### src/pipe_params.svh
`ifndef PIPE_PARAMS_SVH
`define PIPE_PARAMS_SVH

// Data and address width
`define PIPE_XLEN 32

// Architectural register count
`define PIPE_NREGS 32

// First fetch address after reset
`define PIPE_RESET_PC 32'h0000_0000

// Depth of instruction ROM and data RAM in words
`define PIPE_MEM_WORDS 256

`endif

### src/pipePkg.sv
`include "pipe_params.svh"

package pipePkg;

	typedef logic [`PIPE_XLEN-1:0] wordT;
	typedef logic [$clog2(`PIPE_NREGS)-1:0] regIdxT;

	typedef enum logic [6:0] {
		OPC_LOAD   = 7'b0000011,
		OPC_IMM    = 7'b0010011,
		OPC_STORE  = 7'b0100011,
		OPC_REG    = 7'b0110011,
		OPC_BRANCH = 7'b1100011,
		OPC_JALR   = 7'b1100111,
		OPC_JAL    = 7'b1101111
	} opcodeE;

	// Low three bits follow funct3 for the ALU group
	typedef enum logic [3:0] {
		ALU_ADD  = 4'b0000,
		ALU_SLL  = 4'b0001,
		ALU_SLT  = 4'b0010,
		ALU_SLTU = 4'b0011,
		ALU_XOR  = 4'b0100,
		ALU_SRL  = 4'b0101,
		ALU_OR   = 4'b0110,
		ALU_AND  = 4'b0111,
		ALU_SUB  = 4'b1000,
		ALU_BEQ  = 4'b1001,
		ALU_BNE  = 4'b1010,
		ALU_BLT  = 4'b1011,
		ALU_BGE  = 4'b1100,
		ALU_SRA  = 4'b1101,
		ALU_BLTU = 4'b1110,
		ALU_BGEU = 4'b1111
	} aluOpE;

	typedef enum logic {
		PC_SEQ,
		PC_TARGET
	} pcSrcE;

	typedef enum logic [1:0] {
		WB_ALU,
		WB_MEM,
		WB_PC4
	} wbSrcE;

	typedef struct packed {
		aluOpE aluOp;
		logic aluSrcA;    // 1 register, 0 PC
		logic aluSrcB;    // 1 immediate, 0 register
		logic isJump;
		logic isBranch;
		logic isLoad;
		logic memWrite;
		logic memRead;
		pcSrcE pcSrc;
		wbSrcE wbSrc;
		logic regWrite;
		logic valid;
	} ctrlT;

	typedef struct packed {
		wordT addr;
		wordT wdata;
		logic [3:0] be;
		logic write;
		logic read;
	} dmemReqT;

	typedef struct packed {
		logic strobe;
		regIdxT rd;
		wordT data;
	} retireT;

	typedef struct packed {
		ctrlT ctrl;
		wordT pc;
		wordT rs1Data;
		wordT rs2Data;
		wordT imm;
		regIdxT rs1;
		regIdxT rs2;
		regIdxT rd;
	} idExT;

	typedef struct packed {
		ctrlT ctrl;
		wordT result;     // ALU result or link address
		wordT storeData;
		regIdxT rd;
	} exMemT;

	typedef struct packed {
		ctrlT ctrl;
		wordT result;
		wordT memData;
		regIdxT rd;
	} memWbT;

endpackage

### src/aluUnit.sv
`timescale 1ns/100ps
`include "pipe_params.svh"

module aluUnit
	import pipePkg::*;
(
	input aluOpE aluOp,
	input wordT a,
	input wordT b,
	output wordT result,
	output logic taken
);

	logic [$clog2(`PIPE_XLEN)-1:0] shamt;
	wordT sum;

	assign shamt = b[$clog2(`PIPE_XLEN)-1:0];
	assign sum = a + b;

	always_comb
	begin
		result = sum;    // Compare codes keep the sum
		taken = 1'b0;
		case (aluOp)
			ALU_ADD:  result = sum;
			ALU_SUB:  result = a - b;
			ALU_SLL:  result = a << shamt;
			ALU_SLT:  result = wordT'($signed(a) < $signed(b));
			ALU_SLTU: result = wordT'(a < b);
			ALU_XOR:  result = a ^ b;
			ALU_SRL:  result = a >> shamt;
			ALU_SRA:  result = $signed(a) >>> shamt;
			ALU_OR:   result = a | b;
			ALU_AND:  result = a & b;
			ALU_BEQ:  taken = (a == b);
			ALU_BNE:  taken = (a != b);
			ALU_BLT:  taken = ($signed(a) < $signed(b));
			ALU_BGE:  taken = ($signed(a) >= $signed(b));
			ALU_BLTU: taken = (a < b);
			ALU_BGEU: taken = (a >= b);
			default:
			begin
				result = sum;
				taken = 1'b0;
			end
		endcase
	end

endmodule

### src/hazardUnit.sv
`timescale 1ns/100ps

module hazardUnit
	import pipePkg::*;
(
	input regIdxT idRs1,
	input regIdxT idRs2,
	input regIdxT exRs1,
	input regIdxT exRs2,
	input regIdxT exRd,
	input logic exIsLoad,
	input regIdxT memRd,
	input logic memRegWrite,
	input regIdxT wbRd,
	input logic wbRegWrite,
	input logic branchTaken,
	output logic [1:0] forwardA,    // 10 memory, 01 writeback, 00 register
	output logic [1:0] forwardB,
	output logic stall,
	output logic flush
);

	logic memHit;
	logic wbHit;

	assign memHit = memRegWrite && (memRd != '0);
	assign wbHit = wbRegWrite && (wbRd != '0);

	always_comb
	begin
		forwardA = 2'b00;
		if (memHit && memRd == exRs1)
			forwardA = 2'b10;
		else if (wbHit && wbRd == exRs1)
			forwardA = 2'b01;

		forwardB = 2'b00;
		if (memHit && memRd == exRs2)
			forwardB = 2'b10;
		else if (wbHit && wbRd == exRs2)
			forwardB = 2'b01;
	end

	// Load result not ready until writeback
	assign stall = exIsLoad && (exRd != '0) && (exRd == idRs1 || exRd == idRs2);
	assign flush = branchTaken;

endmodule

### src/immGen.sv
`timescale 1ns/100ps
`include "pipe_params.svh"

module immGen
	import pipePkg::*;
(
	input logic [31:0] instr,
	output logic [`PIPE_XLEN-1:0] imm
);

	logic sign;

	assign sign = instr[31];

	always_comb
	begin
		case (instr[6:0])
			OPC_IMM, OPC_LOAD, OPC_JALR:
			begin
				imm = {{(`PIPE_XLEN-12){sign}}, instr[31:20]};
			end
			OPC_STORE:
			begin
				imm = {{(`PIPE_XLEN-12){sign}}, instr[31:25], instr[11:7]};
			end
			OPC_BRANCH:
			begin
				imm = {{(`PIPE_XLEN-13){sign}}, sign, instr[7], instr[30:25],
					instr[11:8], 1'b0};
			end
			OPC_JAL:
			begin
				imm = {{(`PIPE_XLEN-21){sign}}, sign, instr[19:12], instr[20],
					instr[30:21], 1'b0};
			end
			default:
			begin
				imm = '0;
			end
		endcase
	end

endmodule

### src/pipeCore.sv
`timescale 1ns/100ps
`include "pipe_params.svh"

module pipeCore
	import pipePkg::*;
(
	input logic clk,
	input logic reset,
	output wordT imemAddr,
	input wordT imemData,
	output dmemReqT dmemReq,
	input wordT dmemRdata,
	output retireT retire
);

	wordT pc;
	wordT ifIdPc;
	logic [31:0] ifIdInstr;
	logic ifIdValid;

	ctrlT decCtrl;
	ctrlT idCtrl;
	wordT idImm;
	wordT idRs1Data;
	wordT idRs2Data;

	idExT idEx, idExNext;
	exMemT exMem, exMemNext;
	memWbT memWb, memWbNext;

	logic [1:0] forwardA, forwardB;
	logic stall, flush;

	wordT fwdA, fwdB, aluA, aluB, aluResult, exResult;
	wordT branchTarget, redirectPc;
	logic aluTaken, redirect;

	wordT wbData;
	logic wbWrite;

	// Fetch
	assign imemAddr = pc;

	always_ff @(posedge clk)
	begin
		if (reset)
			pc <= `PIPE_RESET_PC;
		else if (redirect)
			pc <= redirectPc;
		else if (!stall)
			pc <= pc + wordT'(4);
	end

	always_ff @(posedge clk)
	begin
		if (reset || flush)
			ifIdValid <= 1'b0;
		else if (!stall)
			ifIdValid <= 1'b1;
	end

	always_ff @(posedge clk)
	begin
		if (!stall)
		begin
			ifIdPc <= pc;
			ifIdInstr <= imemData;
		end
	end

	// Decode
	pipeCtrl ctrlDec (.instr(ifIdInstr), .ctrl(decCtrl));
	immGen immDec (.instr(ifIdInstr), .imm(idImm));

	regFile regs (
		.clk(clk),
		.reset(reset),
		.readAddrA(ifIdInstr[19:15]),
		.readAddrB(ifIdInstr[24:20]),
		.readDataA(idRs1Data),
		.readDataB(idRs2Data),
		.writeEn(wbWrite),
		.writeAddr(memWb.rd),
		.writeData(wbData)
	);

	assign idCtrl = ifIdValid ? decCtrl : '0;

	always_comb
	begin
		idExNext.ctrl = idCtrl;
		idExNext.pc = ifIdPc;
		idExNext.rs1Data = idRs1Data;
		idExNext.rs2Data = idRs2Data;
		idExNext.imm = idImm;
		idExNext.rs1 = ifIdInstr[19:15];
		idExNext.rs2 = ifIdInstr[24:20];
		idExNext.rd = ifIdInstr[11:7];
	end

	always_ff @(posedge clk)
	begin
		idEx <= idExNext;
		if (reset || flush || stall)
			idEx.ctrl <= '0;    // Bubble into execute
	end

	hazardUnit hazards (
		.idRs1(idExNext.rs1),
		.idRs2(idExNext.rs2),
		.exRs1(idEx.rs1),
		.exRs2(idEx.rs2),
		.exRd(idEx.rd),
		.exIsLoad(idEx.ctrl.isLoad),
		.memRd(exMem.rd),
		.memRegWrite(exMem.ctrl.regWrite),
		.wbRd(memWb.rd),
		.wbRegWrite(memWb.ctrl.regWrite),
		.branchTaken(redirect),
		.forwardA(forwardA),
		.forwardB(forwardB),
		.stall(stall),
		.flush(flush)
	);

	// Execute
	always_comb
	begin
		case (forwardA)
			2'b10: fwdA = exMem.result;
			2'b01: fwdA = wbData;
			default: fwdA = idEx.rs1Data;
		endcase
		case (forwardB)
			2'b10: fwdB = exMem.result;
			2'b01: fwdB = wbData;
			default: fwdB = idEx.rs2Data;
		endcase
	end

	assign aluA = idEx.ctrl.aluSrcA ? fwdA : idEx.pc;
	assign aluB = idEx.ctrl.aluSrcB ? idEx.imm : fwdB;

	aluUnit alu (.aluOp(idEx.ctrl.aluOp), .a(aluA), .b(aluB), .result(aluResult),
		.taken(aluTaken));

	assign exResult = (idEx.ctrl.wbSrc == WB_PC4) ? idEx.pc + wordT'(4) : aluResult;
	assign branchTarget = idEx.pc + idEx.imm;

	assign redirect = idEx.ctrl.valid && (idEx.ctrl.pcSrc == PC_TARGET)
		&& (idEx.ctrl.isJump || (idEx.ctrl.isBranch && aluTaken));
	assign redirectPc = idEx.ctrl.isJump ? {aluResult[`PIPE_XLEN-1:1], 1'b0} : branchTarget;

	always_comb
	begin
		exMemNext.ctrl = idEx.ctrl;
		exMemNext.result = exResult;
		exMemNext.storeData = fwdB;
		exMemNext.rd = idEx.rd;
	end

	always_ff @(posedge clk)
	begin
		exMem <= exMemNext;
		if (reset)
			exMem.ctrl <= '0;
	end

	// Memory
	assign dmemReq.addr = exMem.result;
	assign dmemReq.wdata = exMem.storeData;
	assign dmemReq.be = exMem.ctrl.memWrite ? 4'b1111 : 4'b0000;    // Word stores only
	assign dmemReq.write = exMem.ctrl.memWrite;
	assign dmemReq.read = exMem.ctrl.memRead;

	always_comb
	begin
		memWbNext.ctrl = exMem.ctrl;
		memWbNext.result = exMem.result;
		memWbNext.memData = dmemRdata;
		memWbNext.rd = exMem.rd;
	end

	always_ff @(posedge clk)
	begin
		memWb <= memWbNext;
		if (reset)
			memWb.ctrl <= '0;
	end

	// Writeback
	assign wbData = (memWb.ctrl.wbSrc == WB_MEM) ? memWb.memData : memWb.result;
	assign wbWrite = memWb.ctrl.valid && memWb.ctrl.regWrite;

	assign retire.strobe = wbWrite;
	assign retire.rd = memWb.rd;
	assign retire.data = (memWb.rd == '0) ? '0 : wbData;

endmodule

### src/pipeCtrl.sv
`timescale 1ns/100ps

module pipeCtrl
	import pipePkg::*;
(
	input logic [31:0] instr,
	output ctrlT ctrl
);

	logic [2:0] funct3;
	logic bit30;

	assign funct3 = instr[14:12];
	assign bit30 = instr[30];

	always_comb
	begin
		ctrl = '0;    // Unknown opcodes fall through as a bubble
		case (instr[6:0])
			OPC_JAL:
			begin
				ctrl.aluOp = ALU_ADD;
				ctrl.aluSrcA = 1'b0;
				ctrl.aluSrcB = 1'b1;
				ctrl.isJump = 1'b1;
				ctrl.pcSrc = PC_TARGET;
				ctrl.wbSrc = WB_PC4;
				ctrl.regWrite = 1'b1;
				ctrl.valid = 1'b1;
			end
			OPC_JALR:
			begin
				ctrl.aluOp = ALU_ADD;
				ctrl.aluSrcA = 1'b1;
				ctrl.aluSrcB = 1'b1;
				ctrl.isJump = 1'b1;
				ctrl.pcSrc = PC_TARGET;
				ctrl.wbSrc = WB_PC4;
				ctrl.regWrite = 1'b1;
				ctrl.valid = 1'b1;
			end
			OPC_BRANCH:
			begin
				// Compare rs1 against rs2, target added in execute
				ctrl.aluSrcA = 1'b1;
				ctrl.aluSrcB = 1'b0;
				ctrl.isBranch = 1'b1;
				ctrl.pcSrc = PC_TARGET;
				ctrl.valid = 1'b1;
				case (funct3)
					3'b000: ctrl.aluOp = ALU_BEQ;
					3'b001: ctrl.aluOp = ALU_BNE;
					3'b100: ctrl.aluOp = ALU_BLT;
					3'b101: ctrl.aluOp = ALU_BGE;
					3'b110: ctrl.aluOp = ALU_BLTU;
					3'b111: ctrl.aluOp = ALU_BGEU;
					default: ctrl = '0;
				endcase
			end
			OPC_LOAD:
			begin
				ctrl.aluOp = ALU_ADD;
				ctrl.aluSrcA = 1'b1;
				ctrl.aluSrcB = 1'b1;
				ctrl.isLoad = 1'b1;
				ctrl.memRead = 1'b1;
				ctrl.wbSrc = WB_MEM;
				ctrl.regWrite = 1'b1;
				ctrl.valid = 1'b1;
			end
			OPC_STORE:
			begin
				ctrl.aluOp = ALU_ADD;
				ctrl.aluSrcA = 1'b1;
				ctrl.aluSrcB = 1'b1;
				ctrl.memWrite = 1'b1;
				ctrl.valid = 1'b1;
			end
			OPC_IMM:
			begin
				// Bit 30 only matters for shift right
				ctrl.aluOp = aluOpE'({funct3 == 3'b101 && bit30, funct3});
				ctrl.aluSrcA = 1'b1;
				ctrl.aluSrcB = 1'b1;
				ctrl.wbSrc = WB_ALU;
				ctrl.regWrite = 1'b1;
				ctrl.valid = 1'b1;
			end
			OPC_REG:
			begin
				ctrl.aluOp = aluOpE'({bit30 && (funct3 == 3'b000 || funct3 == 3'b101), funct3});
				ctrl.aluSrcA = 1'b1;
				ctrl.aluSrcB = 1'b0;
				ctrl.wbSrc = WB_ALU;
				ctrl.regWrite = 1'b1;
				ctrl.valid = 1'b1;
			end
			default:
			begin
				ctrl = '0;
			end
		endcase
	end

endmodule

### src/regFile.sv
`timescale 1ns/100ps
`include "pipe_params.svh"

module regFile
	import pipePkg::*;
(
	input logic clk,
	input logic reset,
	input regIdxT readAddrA,
	input regIdxT readAddrB,
	output wordT readDataA,
	output wordT readDataB,
	input logic writeEn,
	input regIdxT writeAddr,
	input wordT writeData
);

	wordT regs [`PIPE_NREGS];
	logic writeLive;

	assign writeLive = writeEn && (writeAddr != '0);    // x0 stays zero

	always_ff @(posedge clk)
	begin
		if (reset)
		begin
			for (int i = 0; i < `PIPE_NREGS; i++)
				regs[i] <= '0;
		end
		else if (writeLive)
			regs[writeAddr] <= writeData;
	end

	// Write-through
	assign readDataA = (writeLive && writeAddr == readAddrA) ? writeData : regs[readAddrA];
	assign readDataB = (writeLive && writeAddr == readAddrB) ? writeData : regs[readAddrB];

endmodule

### config.mk
export PLATFORM = sky130hd
export DESIGN_NAME = pipeCore
export DESIGN_NICKNAME = d
export VERILOG_FILES = /design/src/pipePkg.sv /design/src/aluUnit.sv /design/src/hazardUnit.sv /design/src/immGen.sv /design/src/pipeCore.sv /design/src/pipeCtrl.sv /design/src/regFile.sv
export VERILOG_INCLUDE_DIRS = /design/src
export SDC_FILE = /design/constraint.sdc
export NUM_CORES = 2
export LEC_CHECK = 0
export BUFFER_PORTS_ARGS = -buffer_cell sky130_fd_sc_hd__buf_2
export CAP_MARGIN = 20
export CORE_ASPECT_RATIO = 1.1
export CORE_MARGIN = 2
export CORE_UTILIZATION = 55
export CTS_CLUSTER_DIAMETER = 30
export DETAILED_ROUTE_END_ITERATION = 8
export PLACE_DENSITY = 0.72
export SYNTH_ARGS = -nofsm -noshare
export SYNTH_HDL_FRONTEND = slang
export SYNTH_SLANG_ARGS = --single-unit
### constraint.sdc
create_clock -name clk -period 7.26 [get_ports clk]
set_input_delay 1.452 -clock clk [delete_from_list [all_inputs] [get_ports clk]]
set_output_delay 1.452 -clock clk [all_outputs]
set_load 0.01 [all_outputs]
==> reports/summary.txt <==
Status - finished clean
Synthesized flop and latch total - 1425
Boundary Pins - 206
CP most frequent cell - a21oi_1
Post-CTS setup buffers - 0
Rel. slew slack - 0.213
R2R depth - 19
Nets - 6670
Util after Layout - 0.649
Crit path max fanout - 19
Worst min path class - flop to flop
Biggest cell delay along the critical path - 0.68 ns
Hold_sp - ifIdPc[3]
Crit Path Category - flop to flop
Hpwl dp - 201 mm
CTS Root Cell - clkbuf_16
Layout cell share with drive strength beyond 1 - 0.268
Skew final - 0.0786 ns
CTS tree - yes
Synth area leader - edfxtp_1
Num Clock Sinks - 1425
Fin. Hold Viols - 0
Crit-path cells - nor3_2 > and2_2 > nor3_4 > buf_4 > nor3_1 > o32ai_1 > ha_1 > nand4_1 > nor4_2 > o211ai_1 > a311o_1 > a31o_2 > o31a_1 > o21bai_1 > mux2i_1 > a211oi_1 > a31oi_1 > a21oi_1 > a21oi_1
Syn Area/Cell - 12.2 µm²
Seq/Total Area, Yosys - 0.510
Launch point of the worst reg-to-reg path - retire[35]
R2R Setup Slk - 0.35 ns
Die W - 362 µm
Hold depth - 0
RSZ-0062 raised after global routing - no
Pre-CTS WS - 0.244 ns
CTS resizes - 0
Crit end category - flop
Die height - 397 µm
Top post-synthesis cells by area - edfxtp_1 42%, mux4_2 19%, dfxtp_1 8.7%
H-Tree Depth - 5
Routed Antenna Nets - 0
Post-Synth Simple-Gate Area - 0.108
GRT overflow - 0
Post-synth cell types - 89
Fin crit period - 6.91 ns
Area added between synthesis and finish - 17.3%
Final Setup Violations - 0
Hold buffers post-CTS - 0
CP arrival - 7.72 ns
Worst path bufs/invs - 1
Remaining DRCs - 0
Adder-cell share of the synthesized area - 0.0218
Wire per inst - 38.0 µm
Number of global-route vias before repair - 61935
Compound-Gate Fraction of Synth Area - 0.0780
# rows - 144
First-pass GRT wire length - 453 mm
Yosys top cell area share - 0.422
Slowest-stage cell, CP - dfxtp_1
Fillers - 9917
Max-capacitance violation count - 0
Post-Synth XOR/XNOR Area - 0.0156
CTS Buf Count - 309
Die area - 144000 µm²
Netlist Area Pre-Place - 77400 µm²
Synth warn - 0
Slew Viols, Final - 0
Register clock-pin slew on the reported worst setup and hold paths - 0.05 ns
Initial antenna violation count - 14
GPL Wtd Cong - 1.03
Hold endpoint - idEx[114]
Post-synth EDFFs - 1088
Post-synth top cells - 1246 x nor2_1, 1088 x edfxtp_1, 647 x mux4_2, 429 x clkbuf_1, 368 x nand2_1
Most common cell in the netlist - nor2_1
CP Launch Type - flop
Synth Instances - 6329
Post-Route WL - 324 mm
Setup WS post-layout - 0.349 ns
Clock buffer depth - 4
Setup_tns - 0 ns
FMAX - 145 MHz
Vias per cell - 7.34
Worst Path Required - 8.07 ns
Cell family with most CP delay - compound AO/OA/AOI/OAI gates
Drt first-iter violations - 10673
Mux contribution to synthesized area - 0.225
Pre-antenna DRT Iters - 8
Post-route clock period utilization - 0.952
Largest net degree at the start of global routing - 127
Worst reg2reg path endpoint - imemAddr[26]
IO buf count - 205
Power density cells - 294 nW/µm²
Worst slew pin tran - 1.18 ns
Main combinational cell family by area after synthesis - multiplexers
All-Layer GR Usage - 0.448
DR vias - 62607
Initial Utilization - 0.553
Clk_lat worst skew - 0.94 ns
Leak - 34.2 nW
Ys async rst share - 0
Maximum vdd drop - 254 µV
CORE AREA - 140000 µm²
Post-synth top flop - edfxtp_1
through the flow:
step	area [µm²]	hold WS [ns]	cells	total power [mW]
2_1_floorplan	77500	0.323	6360	11.5
3_3_place_gp	80600	0.324	7983	12.8
3_5_place_dp	80600	0.327	7983	12.9
4_1_cts	90700	0.304	8520	26.5
5_1_grt	90800	0.304	8522	27.1
6_report	90800	0.313	8528	26.7
placed cells by master, fill, tap and decap left out, types with 33 or more instances in the layout:
cell type,n
a211oi_1,38
a21o_1,45
a21oi_1,190
a31oi_1,35
and3_1,53
buf_2,204
buf_4,202
clkbuf_1,33
clkbuf_16,317
clkinvlp_4,35
dfxtp_1,325
edfxtp_1,1088
ha_1,130
inv_1,146
mux2_2,103
mux2i_1,132
mux2i_4,33
mux4_2,647
nand2_1,311
nand2_2,44
nand3_1,66
nor2_1,1245
nor2b_1,37
nor3_1,97
o21ai_0,309
o22ai_1,39
o32ai_1,35
xnor2_1,104
xor2_1,34
metal layers:
layer  track usage  wire (µm)
met1         0.532     103000
met2         0.677     145000
met3         0.147      45400
met4         0.346      29900
met5       0.00233        139
worst reg2reg max path, cell delays in order (launching register included):
cell and delay (ns):
dfxtp_1 0.68, nor3_2 0.21, and2_2 0.27, nor3_4 0.53
buf_4 0.37, nor3_1 0.09, o32ai_1 0.55, ha_1 0.48
nand4_1 0.23, nor4_2 0.59, o211ai_1 0.46, a311o_1 0.52
a31o_2 0.28, o31a_1 0.35, o21bai_1 0.21, mux2i_1 0.22
a211oi_1 0.07, a31oi_1 0.40, a21oi_1 0.14, a21oi_1 0.16
cell families (layout without fill, tap and decap cells):
group | after synthesis | count (layout)
flip-flops | 1425 | 1425
multiplexers | 915 | 915
adder cells (fa/ha/maj) | 133 | 133
AO/OA/AOI/OAI | 945 | 945
XOR/XNOR | 138 | 138
buffers and inverters | 770 | 1107
other | 1 | 38
AND/OR/NAND/NOR | 2002 | 2002
flip-flops by register name (all words and copies together), names as in the netlist, named ones only:
name,count
regs.regs,1024
idEx,127
memWb,68
dmemReq,66
ifIdInstr,32
ifIdPc,32
imemAddr,32
exMemNext,19
exMem,9
retire,5
ifIdValid,1
power breakdown:
part / internal, mW / switching [mW]
logic: 1.13 / 2.15
clock network: 9.18 / 4.63
registers: 9.18 / 0.459
total: 19.5 / 7.24
area by class of cell:
type,count,area [µm²],area share
Inverter,150,563,0.00620
Clock inverter,178,1950,0.0215
Antenna cell,6,15.0,0.000165
Timing Repair Buffer,420,2800,0.0309
Multi-Input combinational cell,4165,35500,0.391
Sequential cell,1425,39500,0.435
Clock buffer,359,8180,0.0901
Tap cell,1825,2280,0.0252
worst max-delay path by stage:
| stage | start | to | slack, ns | cells past startpoint |
|---|---|---|---|---|
| 4_1_cts | retire[35] | imemAddr[26] | 0.19 | 19 |
| 6_report | retire[35] | imemAddr[26] | 0.35 | 19 |
| 3_3_place_gp | retire[35] | imemAddr[26] | 0.50 | 19 |
| 2_1_floorplan | memWb[71] | imemAddr[21] | 1.33 | 24 |
| 5_1_grt | retire[35] | exMemNext[83] | 0.06 | 21 |
| 3_5_place_dp | retire[35] | imemAddr[26] | 0.24 | 19 |
No activity file was read; power rests on OpenSTA's default activity.
